==> config.mk <==
export PLATFORM = sky130hd
export DESIGN_NAME = vlsu_pipe_flat
export DESIGN_NICKNAME = d
export VERILOG_FILES = /design/src/design/vlsu_pkg.sv /design/src/design/vlsu_if.sv /design/src/design/vlsu_pipe.sv /design/src/flat_wrapper.sv
export SDC_FILE = /design/constraint.sdc
export NUM_CORES = 1
export LEC_CHECK = 0
export ABC_CLOCK_PERIOD_IN_PS = 10210
export BUFFER_PORTS_ARGS = -buffer_cell sky130_fd_sc_hd__buf_2
export CORE_AREA = 3 3 195 197
export CTS_CLUSTER_DIAMETER = 60
export DETAILED_ROUTE_END_ITERATION = 6
export DIE_AREA = 0 0 198 200
export HOLD_SLACK_MARGIN = 0.1
export PLACE_DENSITY = 0.67
export REMOVE_ABC_BUFFERS = 1
export SKIP_CTS_REPAIR_TIMING = 1
export SYNTH_ARGS = -nofsm -noshare
export SYNTH_HDL_FRONTEND = slang
export SYNTH_SLANG_ARGS = --single-unit
==> constraint.sdc <==
create_clock -name i_clk -period 10.21 [get_ports i_clk]
set_input_delay 2.042 -clock i_clk [delete_from_list [all_inputs] [get_ports i_clk]]
set_output_delay 2.042 -clock i_clk [all_outputs]
set_load 0.03 [all_outputs]
==> src/design/vlsu_pkg.sv <==
/*
  Shared definitions for the vector load/store unit:
  widths, the two-view instruction union, the exception
  encoding and the size decode helpers
*/

package vlsu_pkg;

  localparam int XLEN  = 64;
  localparam int TAG_W = 6;

  localparam logic [6:0] OPC_LOAD  = 7'b0000011;
  localparam logic [6:0] OPC_STORE = 7'b0100011;

  // I-type view
  typedef struct packed {
    logic [11:0] imm12;
    logic [4:0]  rs1;
    logic [2:0]  funct3;
    logic [4:0]  rd;
    logic [6:0]  opcode;
  } ld_inst_t;

  // S-type view, immediate split around rs2/rs1
  typedef struct packed {
    logic [6:0]  imm_hi;
    logic [4:0]  rs2;
    logic [4:0]  rs1;
    logic [2:0]  funct3;
    logic [4:0]  imm_lo;
    logic [6:0]  opcode;
  } st_inst_t;

  typedef union packed {
    ld_inst_t ld;
    st_inst_t st;
  } inst_u;

  typedef enum logic [2:0] {
    NONE,
    ILLEGAL_INST,
    LD_MISALIGN,
    LD_ACC_FAULT,
    ST_MISALIGN,
    ST_ACC_FAULT
  } except_e;

  // 0 flags an unsupported size
  function automatic logic [3:0] size_bytes(input logic [2:0] funct3);
    case (funct3)
      3'd0:    return 4'd1;
      3'd1:    return 4'd2;
      3'd2:    return 4'd4;
      3'd3:    return 4'd8;
      default: return 4'd0;
    endcase
  endfunction

  // Byte lanes touched at offset 0
  function automatic logic [XLEN/8-1:0] size_be(input logic [2:0] funct3);
    case (funct3)
      3'd0:    return 8'h01;
      3'd1:    return 8'h03;
      3'd2:    return 8'h0f;
      default: return 8'hff;
    endcase
  endfunction

  // Bit mask for zero extension of load data
  function automatic logic [XLEN-1:0] size_data_mask(input logic [2:0] funct3);
    logic [XLEN/8-1:0] be;
    logic [XLEN-1:0]   mask;
    be = size_be(funct3);
    for (int b = 0; b < XLEN/8; b++) begin
      mask[b*8 +: 8] = {8{be[b]}};
    end
    return mask;
  endfunction

endpackage

==> src/design/vlsu_if.sv <==
/*
  Interfaces between dispatch, pipes, data RAM and merger:
  issue strobe with payload, done report, RAM access port
*/

`timescale 1ns/1ps

interface vlsu_issue_if;
  import vlsu_pkg::*;

  logic             valid;   // One-cycle strobe
  inst_u            inst;
  logic [XLEN-1:0]  base;
  logic [XLEN-1:0]  st_data;
  logic [TAG_W-1:0] tag;

  modport dispatch (output valid, inst, base, st_data, tag);
  modport pipe     (input  valid, inst, base, st_data, tag);
endinterface

interface vlsu_done_if;
  import vlsu_pkg::*;

  logic             valid;
  logic [TAG_W-1:0] tag;
  logic             except_valid;
  except_e          except_type;
  logic [XLEN-1:0]  tval;
  logic [XLEN-1:0]  data;   // Aligned, zero-extended load data

  modport pipe  (output valid, tag, except_valid, except_type, tval, data);
  modport merge (input  valid, tag, except_valid, except_type, tval, data);
endinterface

interface vlsu_mem_if;
  import vlsu_pkg::*;

  logic               rd_en;
  logic [XLEN-1:0]    addr;     // Word-aligned byte address
  logic               wr_en;
  logic [XLEN/8-1:0]  wr_be;
  logic [XLEN-1:0]    wr_data;
  logic [XLEN-1:0]    rd_data;  // One cycle after rd_en

  modport pipe (output rd_en, addr, wr_en, wr_be, wr_data, input rd_data);
  modport ram  (input rd_en, addr, wr_en, wr_be, wr_data, output rd_data);
endinterface

==> src/design/vlsu_pipe.sv <==
/*
  One load/store pipe
  EX1 decode, address, check and RAM request
  EX2 RAM read return, EX3 aligned data and done report
*/

`timescale 1ns/1ps

module vlsu_pipe #(
  parameter int RAM_WORDS = 64
) (
  input  logic        i_clk,
  input  logic        i_reset_n,
  input  logic        i_flush,
  vlsu_issue_if.pipe  i_issue,
  vlsu_mem_if.pipe    o_mem,
  vlsu_done_if.pipe   o_done
);
  import vlsu_pkg::*;

  inst_u             w_ex1_inst;
  logic              w_ex1_is_load;
  logic              w_ex1_is_store;
  logic [2:0]        w_ex1_funct3;
  logic [3:0]        w_ex1_nbytes;
  logic [2:0]        w_ex1_off_mask;
  logic [11:0]       w_ex1_imm;
  logic [XLEN-1:0]   w_ex1_addr;
  logic              w_ex1_misalign;
  logic              w_ex1_out_of_range;
  except_e           w_ex1_except_type;
  logic              w_ex1_except_valid;

  logic              r_ex2_valid;
  logic [TAG_W-1:0]  r_ex2_tag;
  logic              r_ex2_is_load;
  logic [2:0]        r_ex2_funct3;
  logic              r_ex2_except_valid;
  except_e           r_ex2_except_type;
  logic [XLEN-1:0]   r_ex2_addr;
  logic [XLEN-1:0]   w_ex2_data;

  logic              r_ex3_valid;
  logic [TAG_W-1:0]  r_ex3_tag;
  logic              r_ex3_except_valid;
  except_e           r_ex3_except_type;
  logic [XLEN-1:0]   r_ex3_addr;
  logic [XLEN-1:0]   r_ex3_data;

  // --------------------------------------------------
  // EX1
  // --------------------------------------------------
  assign w_ex1_inst     = i_issue.inst;
  assign w_ex1_is_load  = (w_ex1_inst.ld.opcode == OPC_LOAD);   // Opcode shared by both views
  assign w_ex1_is_store = (w_ex1_inst.st.opcode == OPC_STORE);

  assign w_ex1_funct3 = w_ex1_inst.ld.funct3;   // Same field in both views
  assign w_ex1_imm    = w_ex1_is_store ? {w_ex1_inst.st.imm_hi, w_ex1_inst.st.imm_lo}
                                       : w_ex1_inst.ld.imm12;
  assign w_ex1_nbytes = size_bytes(w_ex1_funct3);

  assign w_ex1_addr = i_issue.base + {{(XLEN-12){w_ex1_imm[11]}}, w_ex1_imm};

  assign w_ex1_off_mask     = w_ex1_nbytes[2:0] - 3'd1;   // 8 bytes wraps to 3'b111
  assign w_ex1_misalign     = (w_ex1_addr[2:0] & w_ex1_off_mask) != 3'd0;
  assign w_ex1_out_of_range = w_ex1_addr[XLEN-1:3] >= (XLEN-3)'(RAM_WORDS);

  // Illegal, then misalign, then access fault
  always_comb begin
    w_ex1_except_type = NONE;
    if (!(w_ex1_is_load || w_ex1_is_store) || (w_ex1_nbytes == 4'd0)) begin
      w_ex1_except_type = ILLEGAL_INST;
    end else if (w_ex1_misalign) begin
      w_ex1_except_type = w_ex1_is_load ? LD_MISALIGN : ST_MISALIGN;
    end else if (w_ex1_out_of_range) begin
      w_ex1_except_type = w_ex1_is_load ? LD_ACC_FAULT : ST_ACC_FAULT;
    end
  end

  assign w_ex1_except_valid = (w_ex1_except_type != NONE);

  // Store write is dropped by a flush in this cycle
  assign o_mem.rd_en   = i_issue.valid & w_ex1_is_load & ~w_ex1_except_valid;
  assign o_mem.wr_en   = i_issue.valid & w_ex1_is_store & ~w_ex1_except_valid & ~i_flush;
  assign o_mem.addr    = {w_ex1_addr[XLEN-1:3], 3'b000};
  assign o_mem.wr_be   = size_be(w_ex1_funct3) << w_ex1_addr[2:0];
  assign o_mem.wr_data = i_issue.st_data << {w_ex1_addr[2:0], 3'b000};

  // --------------------------------------------------
  // EX2
  // --------------------------------------------------
  always_ff @(posedge i_clk, negedge i_reset_n) begin
    if (!i_reset_n) begin
      r_ex2_valid <= 1'b0;
      r_ex3_valid <= 1'b0;
    end else begin
      r_ex2_valid <= i_issue.valid & ~i_flush;
      r_ex3_valid <= r_ex2_valid & ~i_flush;
    end
  end

  always_ff @(posedge i_clk) begin
    r_ex2_tag          <= i_issue.tag;
    r_ex2_is_load      <= w_ex1_is_load;
    r_ex2_funct3       <= w_ex1_funct3;
    r_ex2_except_valid <= w_ex1_except_valid;
    r_ex2_except_type  <= w_ex1_except_type;
    r_ex2_addr         <= w_ex1_addr;
  end

  // Shift the returned word down to the byte offset
  assign w_ex2_data = (r_ex2_is_load && !r_ex2_except_valid) ?
                      ((o_mem.rd_data >> {r_ex2_addr[2:0], 3'b000}) &
                       size_data_mask(r_ex2_funct3)) : '0;

  // --------------------------------------------------
  // EX3
  // --------------------------------------------------
  always_ff @(posedge i_clk) begin
    r_ex3_tag          <= r_ex2_tag;
    r_ex3_except_valid <= r_ex2_except_valid;
    r_ex3_except_type  <= r_ex2_except_type;
    r_ex3_addr         <= r_ex2_addr;
    r_ex3_data         <= w_ex2_data;
  end

  assign o_done.valid        = r_ex3_valid & ~i_flush;
  assign o_done.tag          = r_ex3_tag;
  assign o_done.except_valid = r_ex3_except_valid;
  assign o_done.except_type  = r_ex3_except_type;
  assign o_done.tval         = r_ex3_except_valid ? r_ex3_addr : '0;
  assign o_done.data         = r_ex3_data;   // Already 0 for stores and faults

endmodule

==> src/flat_wrapper.sv <==
// flat-port wrapper written by rule: the top's interface ports become plain ports
module vlsu_pipe_flat import vlsu_pkg::*;
#(
  parameter int RAM_WORDS = 64
)
  (i_clk, i_reset_n, i_flush, i_issue_valid, i_issue_inst, i_issue_base, i_issue_st_data, i_issue_tag, o_mem_rd_en, o_mem_addr, o_mem_wr_en, o_mem_wr_be, o_mem_wr_data, o_mem_rd_data, o_done_valid, o_done_tag, o_done_except_valid, o_done_except_type, o_done_tval, o_done_data);
  vlsu_issue_if i_issue_i ();
  vlsu_mem_if o_mem_i ();
  vlsu_done_if o_done_i ();
  input  logic i_clk;
  input  logic i_reset_n;
  input  logic i_flush;
  input wire logic [$bits(i_issue_i.valid)-1:0] i_issue_valid;
  input wire logic [$bits(i_issue_i.inst)-1:0] i_issue_inst;
  input wire logic [$bits(i_issue_i.base)-1:0] i_issue_base;
  input wire logic [$bits(i_issue_i.st_data)-1:0] i_issue_st_data;
  input wire logic [$bits(i_issue_i.tag)-1:0] i_issue_tag;
  output wire logic [$bits(o_mem_i.rd_en)-1:0] o_mem_rd_en;
  output wire logic [$bits(o_mem_i.addr)-1:0] o_mem_addr;
  output wire logic [$bits(o_mem_i.wr_en)-1:0] o_mem_wr_en;
  output wire logic [$bits(o_mem_i.wr_be)-1:0] o_mem_wr_be;
  output wire logic [$bits(o_mem_i.wr_data)-1:0] o_mem_wr_data;
  input wire logic [$bits(o_mem_i.rd_data)-1:0] o_mem_rd_data;
  output wire logic [$bits(o_done_i.valid)-1:0] o_done_valid;
  output wire logic [$bits(o_done_i.tag)-1:0] o_done_tag;
  output wire logic [$bits(o_done_i.except_valid)-1:0] o_done_except_valid;
  output wire logic [$bits(o_done_i.except_type)-1:0] o_done_except_type;
  output wire logic [$bits(o_done_i.tval)-1:0] o_done_tval;
  output wire logic [$bits(o_done_i.data)-1:0] o_done_data;
  assign i_issue_i.valid = i_issue_valid;
  assign i_issue_i.inst = i_issue_inst;
  assign i_issue_i.base = i_issue_base;
  assign i_issue_i.st_data = i_issue_st_data;
  assign i_issue_i.tag = i_issue_tag;
  assign o_mem_rd_en = o_mem_i.rd_en;
  assign o_mem_addr = o_mem_i.addr;
  assign o_mem_wr_en = o_mem_i.wr_en;
  assign o_mem_wr_be = o_mem_i.wr_be;
  assign o_mem_wr_data = o_mem_i.wr_data;
  assign o_mem_i.rd_data = o_mem_rd_data;
  assign o_done_valid = o_done_i.valid;
  assign o_done_tag = o_done_i.tag;
  assign o_done_except_valid = o_done_i.except_valid;
  assign o_done_except_type = o_done_i.except_type;
  assign o_done_tval = o_done_i.tval;
  assign o_done_data = o_done_i.data;
  vlsu_pipe #(.RAM_WORDS(RAM_WORDS)) u_core (.i_clk(i_clk), .i_reset_n(i_reset_n), .i_flush(i_flush), .i_issue(i_issue_i), .o_mem(o_mem_i), .o_done(o_done_i));
endmodule
Word-level counts from Yosys, hierarchy flattened
Cells that the tools add are included.
{"block": "word_totals", "input_bits": 234, "output_inout_bits": 277, "regBits": 218}
{"block": "classes", "n_reduce_logical": 10, "n_lt_le_gt_ge": 1, "n_shift": 3, "muxes": 10, "eq_ne": 7, "n_addsub": 2, "bitwise": 12}
{"cell": "adder 64 bit", "count": 1}
{"cell": "bitwise AND 64 bit", "count": 1}
{"cell": "2-to-1 mux 64 bit", "count": 1}
{"cell": "left shift 64 x 6 -> 64 bit", "count": 1}
{"cell": ">> shifter 64 x 6 -> 64 bit", "count": 1}
{"cell": ">= comparator 61 x 7 -> 1 bit (second input constant)", "count": 1}
{"cell": "one-hot mux 8 bit (3 select lines)", "count": 2}
{"cell": "one-hot mux 4 bit (4 select lines)", "count": 1}
{"cell": "2-to-1 mux 3 bit", "count": 5}
{"cell": "== test 3 x 2 -> 1 bit (second input constant)", "count": 3}
{"cell": "bitwise AND 1 bit", "count": 8}
{"cell": "left shift 8 x 3 -> 8 bit", "count": 1}
{"cell": "== test 7 x 2 -> 1 bit (second input constant)", "count": 1}
{"cell": "== test 7 x 6 -> 1 bit (second input constant)", "count": 1}
{"cell": "== test 3 x 1 -> 1 bit (second input constant)", "count": 2}
{"cell": "logical NOT 3 bit", "count": 2}
{"cell": "nonzero test 3 bit", "count": 2}
{"cell": "2-to-1 mux 5 bit", "count": 1}
{"cell": "logical NOT 4 bit", "count": 1}
{"cell": "bitwise AND 3 bit", "count": 1}
{"cell": "subtractor 3 x 1 -> 3 bit (second input constant)", "count": 1}
{"cell": "logical NOT 1 bit", "count": 2}
{"cell": "logical OR 1 bit", "count": 2}
{"cell": "inverter 1 bit", "count": 2}
{"cell": "logical AND 1 bit", "count": 1}

Logic depth before layout (Yosys ltp)
{"block": "depth", "word_depth": 11, "ltp_mapped": 17, "mapped_depth_nobuf": 16}

Worst setup path after synthesis
OpenSTA, ideal clock, no wires.
{"block": "synth_timing", "path_type": "input to output", "start": "in i_issue_inst[3]", "end": "out o_mem_rd_en", "t_required_ns": 8.168, "path_slack_ns": 1.047, "path_buffers": 1, "cell_stages": 17, "t_arrival_ns": 7.121, "path_cell_list": "nor4_1 nand4_1 mux2_2 ha_1 fa_1 a21o_1 a221o_1 buf_6 a311o_1 a2111oi_2 a2111oi_1 or2_0 or3b_1 or4_1 or4b_1 and4b_1 and4b_1"}
{"block": "synth_via", "elab_chain_cells": 10, "elab_cells_between_ends": 19, "classes_between": "add/sub (1); order compare (1); eq/ne (2); mux (6); bitwise (4); reduce/logical (5)"}
{"item": "start: declaration", "line": "flat_wrapper.sv:14", "text": "input wire logic [$bits(i_issue_i.inst)-1:0] i_issue_inst;"}
{"item": "== test 7 x 6 -> 1 bit", "line": "vlsu_pipe.sv:55", "text": "assign w_ex1_is_store = (w_ex1_inst.st.opcode == OPC_STORE);"}
{"item": "2-to-1 mux 5 bit", "line": "vlsu_pipe.sv:58", "text": "assign w_ex1_imm = w_ex1_is_store ? {w_ex1_inst.st.imm_hi, w_ex1_inst.st.imm_lo}"}
{"item": "adder 64 bit", "line": "vlsu_pipe.sv:62", "text": "assign w_ex1_addr = i_issue.base + {{(XLEN-12){w_ex1_imm[11]}}, w_ex1_imm};"}
{"item": "named net u_core.w_ex1_addr[28]", "line": "vlsu_pipe.sv:28", "text": "logic [XLEN-1:0] w_ex1_addr;"}
{"item": ">= comparator 61 x 7 -> 1 bit", "line": "vlsu_pipe.sv:66", "text": "assign w_ex1_out_of_range = w_ex1_addr[XLEN-1:3] >= (XLEN-3)'(RAM_WORDS);"}
{"item": "2-to-1 mux 3 bit", "line": "vlsu_pipe.sv:75", "text": "end else if (w_ex1_out_of_range) begin"}
{"item": "2-to-1 mux 3 bit", "line": "vlsu_pipe.sv:73", "text": "end else if (w_ex1_misalign) begin"}
{"item": "2-to-1 mux 3 bit", "line": "vlsu_pipe.sv:71", "text": "if (!(w_ex1_is_load || w_ex1_is_store) || (w_ex1_nbytes == 4'd0)) begin"}
{"item": "nonzero test 3 bit", "line": "vlsu_pipe.sv:80", "text": "assign w_ex1_except_valid = (w_ex1_except_type != NONE);"}
{"item": "inverter 1 bit", "line": "vlsu_pipe.sv:83", "text": "assign o_mem.rd_en = i_issue.valid & w_ex1_is_load & ~w_ex1_except_valid;"}
{"item": "bitwise AND 1 bit", "line": "vlsu_pipe.sv:83"}
{"item": "end: declaration", "line": "flat_wrapper.sv:18", "text": "output wire logic [$bits(o_mem_i.rd_en)-1:0] o_mem_rd_en;"}
The timed path passes the listed nets, and every way through them passes these cells.

Final worst setup path
{"block": "layout_timing", "start": "in i_issue_inst[3]", "end": "out o_mem_rd_en"}
{"block": "layout_via", "elab_chain_cells": 10, "elab_cells_between_ends": 19, "classes_between": "add/sub (1); order compare (1); eq/ne (2); mux (6); bitwise (4); reduce/logical (5)"}
{"item": "== test 7 x 6 -> 1 bit", "line": "vlsu_pipe.sv:55"}
{"item": "2-to-1 mux 5 bit", "line": "vlsu_pipe.sv:58"}
{"item": "adder 64 bit", "line": "vlsu_pipe.sv:62"}
{"item": ">= comparator 61 x 7 -> 1 bit or bitwise AND 3 bit (tied branches)", "line": "vlsu_pipe.sv:66, vlsu_pipe.sv:65"}
{"item": "2-to-1 mux 3 bit or nonzero test 3 bit (tied branches)", "line": "vlsu_pipe.sv:75, vlsu_pipe.sv:65"}
{"item": "2-to-1 mux 3 bit", "line": "vlsu_pipe.sv:73"}
{"item": "2-to-1 mux 3 bit", "line": "vlsu_pipe.sv:71"}
{"item": "nonzero test 3 bit", "line": "vlsu_pipe.sv:80"}
{"item": "inverter 1 bit", "line": "vlsu_pipe.sv:83"}
{"item": "bitwise AND 1 bit (*)", "line": "vlsu_pipe.sv:83"}
Every way passes the cells marked *; elsewhere a longest branch is shown, timed or not.

==> results.toml <==
[run_status]
status = "finished, final reports clean"

[power_and_ir_drop]
power_w = 0.00340
intPower_w = 0.00199
p_per_area_nw_per_um2 = 197
irDropWorstVdd_v = 0.000153
p_clk_frac = 0.287
combPwrFrac = 0.419
p_sw_w = 0.00141
swShare = 0.415
p_seq_frac = 0.295
p_leak_nw = 7.90

[routing]
antenna_left = 0
drc = 0
wl_per_cell_um = 21.9
num_vias = 14600
vias_per_cell = 5.65
dr.pass1.iters = 6
wirelength_um = 56800
drt_iter0_drc = 1027

[sta]
grt_setup_unrepaired = "no"
finalSetupViolCount = 0
max-slew-margin-rel = 0.302
fin_worst_skew_ps = 68.5
holdWs_ps = 262
hold_viol_final = 0
tightest_slew_ps = 1050
period_minus_slack_ps = 9900
clock.fmax_mhz = 101
fin_tns_setup_ps = 0
fin_crit_sh = 0.970
maxSlewViolCount = 0

[synth]
syn_area_per_cell_um2 = 8.16
synth_seq_cells = 218
yosysWarnings = 0
synth-async-reset-ratio = 0.00917
synth_edf_count = 0
synth_ff_type = "dfxtp_1"
syn_inst = 1694
seq_area_frac_synth = 0.316
synthesis.area_um2 = 13800
synth.distinct_cells = 76

[worst_setup_path]
cp-start-kind = "input port"
critPathArrivalTime_ps = 7860
reg2reg_from = "u_core.r_ex2_is_load"
crit_fanout = 7
max_stage_delay_ps = 620
endpoint = "o_mem_rd_en"
path_cells = "buf_2, nor4_1, nand4_1, buf_4, mux2_2, ha_4, fa_2, a21o_1, a221o_1, a211oi_1, a211oi_1, o21a_1, or4b_1, and3_1, or4b_2, nor4_1, and4b_1, and4b_1, buf_2"
crit_buf_inv = 3
r2r_end = "u_core.o_done.data[58]"
cp_slowest_cell = "or4b_2"
setup.worst_path.end_class = "output port"
regToRegSetupSlack_ps = 7440
required_ps = 8170
crit_type = "input port to output port"
reg2regPathDepth = 7
worst_path_dominant_cell_family = "simple AND/OR/NAND/NOR gates"
path_depth = 19
critical_path.startpoint = "i_issue_inst[3]"

[grt]
grt_pass1_vias = 13800
overflow = 0
track_usage = 0.266
antenna_found_initial = 9
grt_max_degree = 85
grt_pass1_wl_um = 81700

[die]
num_io_pins = 511
start_util = 0.379
dieArea_um2 = 39600
core_area_um2 = 36400
chipWidth_um = 198
num_rows = 70
die_h_um = 200

[cts]
cts_num_sinks = 218
cts.clk_slew.worst_paths_ps = 50
clk_latency_ps = 590
clk_root_buffer_cell = "clkbuf_16"
cts_tree = "built"
numCtsBuffers = 28
cts_buffer_depth = 3
cts-htree-levels = 1

[finish]
syn_to_final_growth_pct = 25.2
finalNetCount = 2393
stdcell_count = 2592
finish.utilization = 0.475
nFillCells = 3642
drive_gt1_frac = 0.313

[place]
io_buffers = 502
placed_cells = 2533
gp_congestion = 1.02
dpl.hpwl_um = 45600

[worst_hold_path]
holdCritPathClass = "flip-flop to flip-flop"

[run]
drv_cap = 0
logic make-up (layout without fill, tap and decap cells):
logic type      after synthesis  in the layout  share of synthesized area
xor+xnor                     52             52                     0.0330
mux                         123            123                      0.109
other cells                   1             11                   0.000271
fa+ha+maj                    64             64                     0.0585
compound gates              448            448                      0.199
flops                       218            218                      0.316
simple gates                602            602                      0.215
buf+inv                     186            606                     0.0685
worst register-to-register path, delay by kind of cell (launching register included):
| family | cells | cell delay (ps) |
|---|---|---|
| and+or+nand+nor | 5 | 2100 |
| buffers and inverters | 1 | 210 |
| DFF | 1 | 320 |
| AOI/OAI and AO/OA | 1 | 80 |
Yosys cell counts (4+ instances only):
| library cell | n | share of area |
|---|---|---|
| o221ai_1 | 4 | 0.0025 |
| o21ai_0 | 109 | 0.039 |
| buf_4 | 64 | 0.035 |
| ha_1 | 63 | 0.057 |
| or2_2 | 8 | 0.0036 |
| and4_1 | 6 | 0.0038 |
| dfxtp_1 | 216 | 0.31 |
| a211o_1 | 6 | 0.0038 |
| nand3_1 | 21 | 0.0076 |
| nand2_1 | 139 | 0.038 |
| or4_1 | 9 | 0.0049 |
| nor2_1 | 188 | 0.051 |
| a211oi_1 | 37 | 0.020 |
| o21a_1 | 5 | 0.0027 |
| o21bai_1 | 8 | 0.0043 |
| mux4_2 | 18 | 0.029 |
| o21ai_1 | 4 | 0.0014 |
| a311oi_1 | 5 | 0.0032 |
| a21oi_1 | 161 | 0.058 |
| and3_1 | 9 | 0.0041 |
| o31ai_1 | 8 | 0.0043 |
| nor4_1 | 16 | 0.0072 |
| o211ai_1 | 13 | 0.0071 |
| nor2b_1 | 17 | 0.0077 |
| o22a_1 | 8 | 0.0051 |
| a221oi_1 | 6 | 0.0038 |
| clkbuf_1 | 91 | 0.025 |
| a21o_1 | 21 | 0.011 |
| mux2i_1 | 69 | 0.050 |
| nor4b_1 | 5 | 0.0032 |
| or3_1 | 19 | 0.0086 |
| inv_1 | 16 | 0.0043 |
| mux2_2 | 36 | 0.029 |
| a31oi_1 | 16 | 0.0072 |
| and2_1 | 89 | 0.040 |
| buf_1 | 12 | 0.0033 |
| nand2b_1 | 6 | 0.0027 |
| xnor2_1 | 34 | 0.022 |
| nand4_1 | 41 | 0.019 |
| nor3_1 | 16 | 0.0058 |
| xor2_1 | 18 | 0.011 |
worst min path at each step:
stage	to	slack, ps	startpoint	depth (start not counted)
finish	u_core.r_ex3_addr[32]	260	u_core.r_ex2_addr[32]	0
global route	u_core.r_ex3_addr[32]	260	u_core.r_ex2_addr[32]	0
CTS	u_core.r_ex3_addr[32]	250	u_core.r_ex2_addr[32]	0
detailed placement	u_core.r_ex3_addr[17]	310	u_core.r_ex2_addr[17]	0
global placement	u_core.r_ex3_addr[11]	310	u_core.r_ex2_addr[11]	0
floorplan	u_core.o_done.except_type[0]	310	u_core.r_ex2_except_type[0]	0
metrics by stage:
| step | setup slack (ps) | cell area [um^2] |
|---|---|---|
| after floorplan | 367 | 12900 |
| after global placement | 244 | 16300 |
| after detailed placement | 236 | 16300 |
| after CTS | 197 | 17300 |
| after global routing | 80.8 | 17300 |
| final | 311 | 17300 |
layer usage:
metal	vias up	track usage	share of wire
met3	138	0.0504	0.080
met2	669	0.458	0.48
li1	6894	-	-
met5	-	0	0.00051
met4	4	0.103	0.041
met1	6928	0.332	0.40
power by group through the flow:
stage / clock network (W) / logic [W] / registers [W]
after CTS: 0.000999 / 0.00142 / 0.00100
after floorplan: 0 / 0.000901 / 0.00103
final: 0.000975 / 0.00142 / 0.00100
after global routing: 0.00103 / 0.00152 / 0.00101
after global placement: 0 / 0.00141 / 0.00102
after detailed placement: 0 / 0.00141 / 0.00102
placed cells by master (no fill, tap or decap), types with 8 or more instances in the layout:
master	instances
o211ai_1	13
mux2i_1	69
nand3_1	21
xor2_1	18
buf_4	36
nand2_1	139
o21bai_1	8
or3_1	19
nand4_1	41
nor2b_1	17
a211oi_1	37
o22a_1	8
ha_1	62
nor3_1	16
dfxtp_1	213
buf_2	502
inv_1	15
and3_1	9
diode_2	8
xnor2_1	33
nor4_1	16
or2_2	8
or4_1	9
mux4_2	18
nor2_1	188
mux2_2	36
clkbuf_16	28
a21o_1	21
o21ai_0	109
a21oi_1	161
o31ai_1	8
and2_1	89
a31oi_1	16
state kept, by name, indices dropped and copies added, names as in the netlist:
| register | cells |
|---|---|
| u_core.o_done.data | 64 |
| u_core.r_ex2_addr | 64 |
| u_core.r_ex3_addr | 64 |
| u_core.o_done.tag | 6 |
| u_core.r_ex2_tag | 6 |
| u_core.o_done.except_type | 3 |
| u_core.r_ex2_except_type | 3 |
| u_core.r_ex2_funct3 | 3 |
| u_core.o_done.except_valid | 1 |
| u_core.r_ex2_except_valid | 1 |
| u_core.r_ex2_is_load | 1 |
| u_core.r_ex2_valid | 1 |
| u_core.r_ex3_valid | 1 |
cell type report:
type	instances	area [um^2]	share of cell area
clock buffers	36	781	0.0451
flip-flops and latches	218	4380	0.253
repair buffers	538	2780	0.161
well taps	468	586	0.0338
clock inverters	15	163	0.00940
inverters	17	63.8	0.00369
diodes	8	20.0	0.00116
multi-input cells	1292	8540	0.493
No activity file was read; power rests on OpenSTA's default activity.
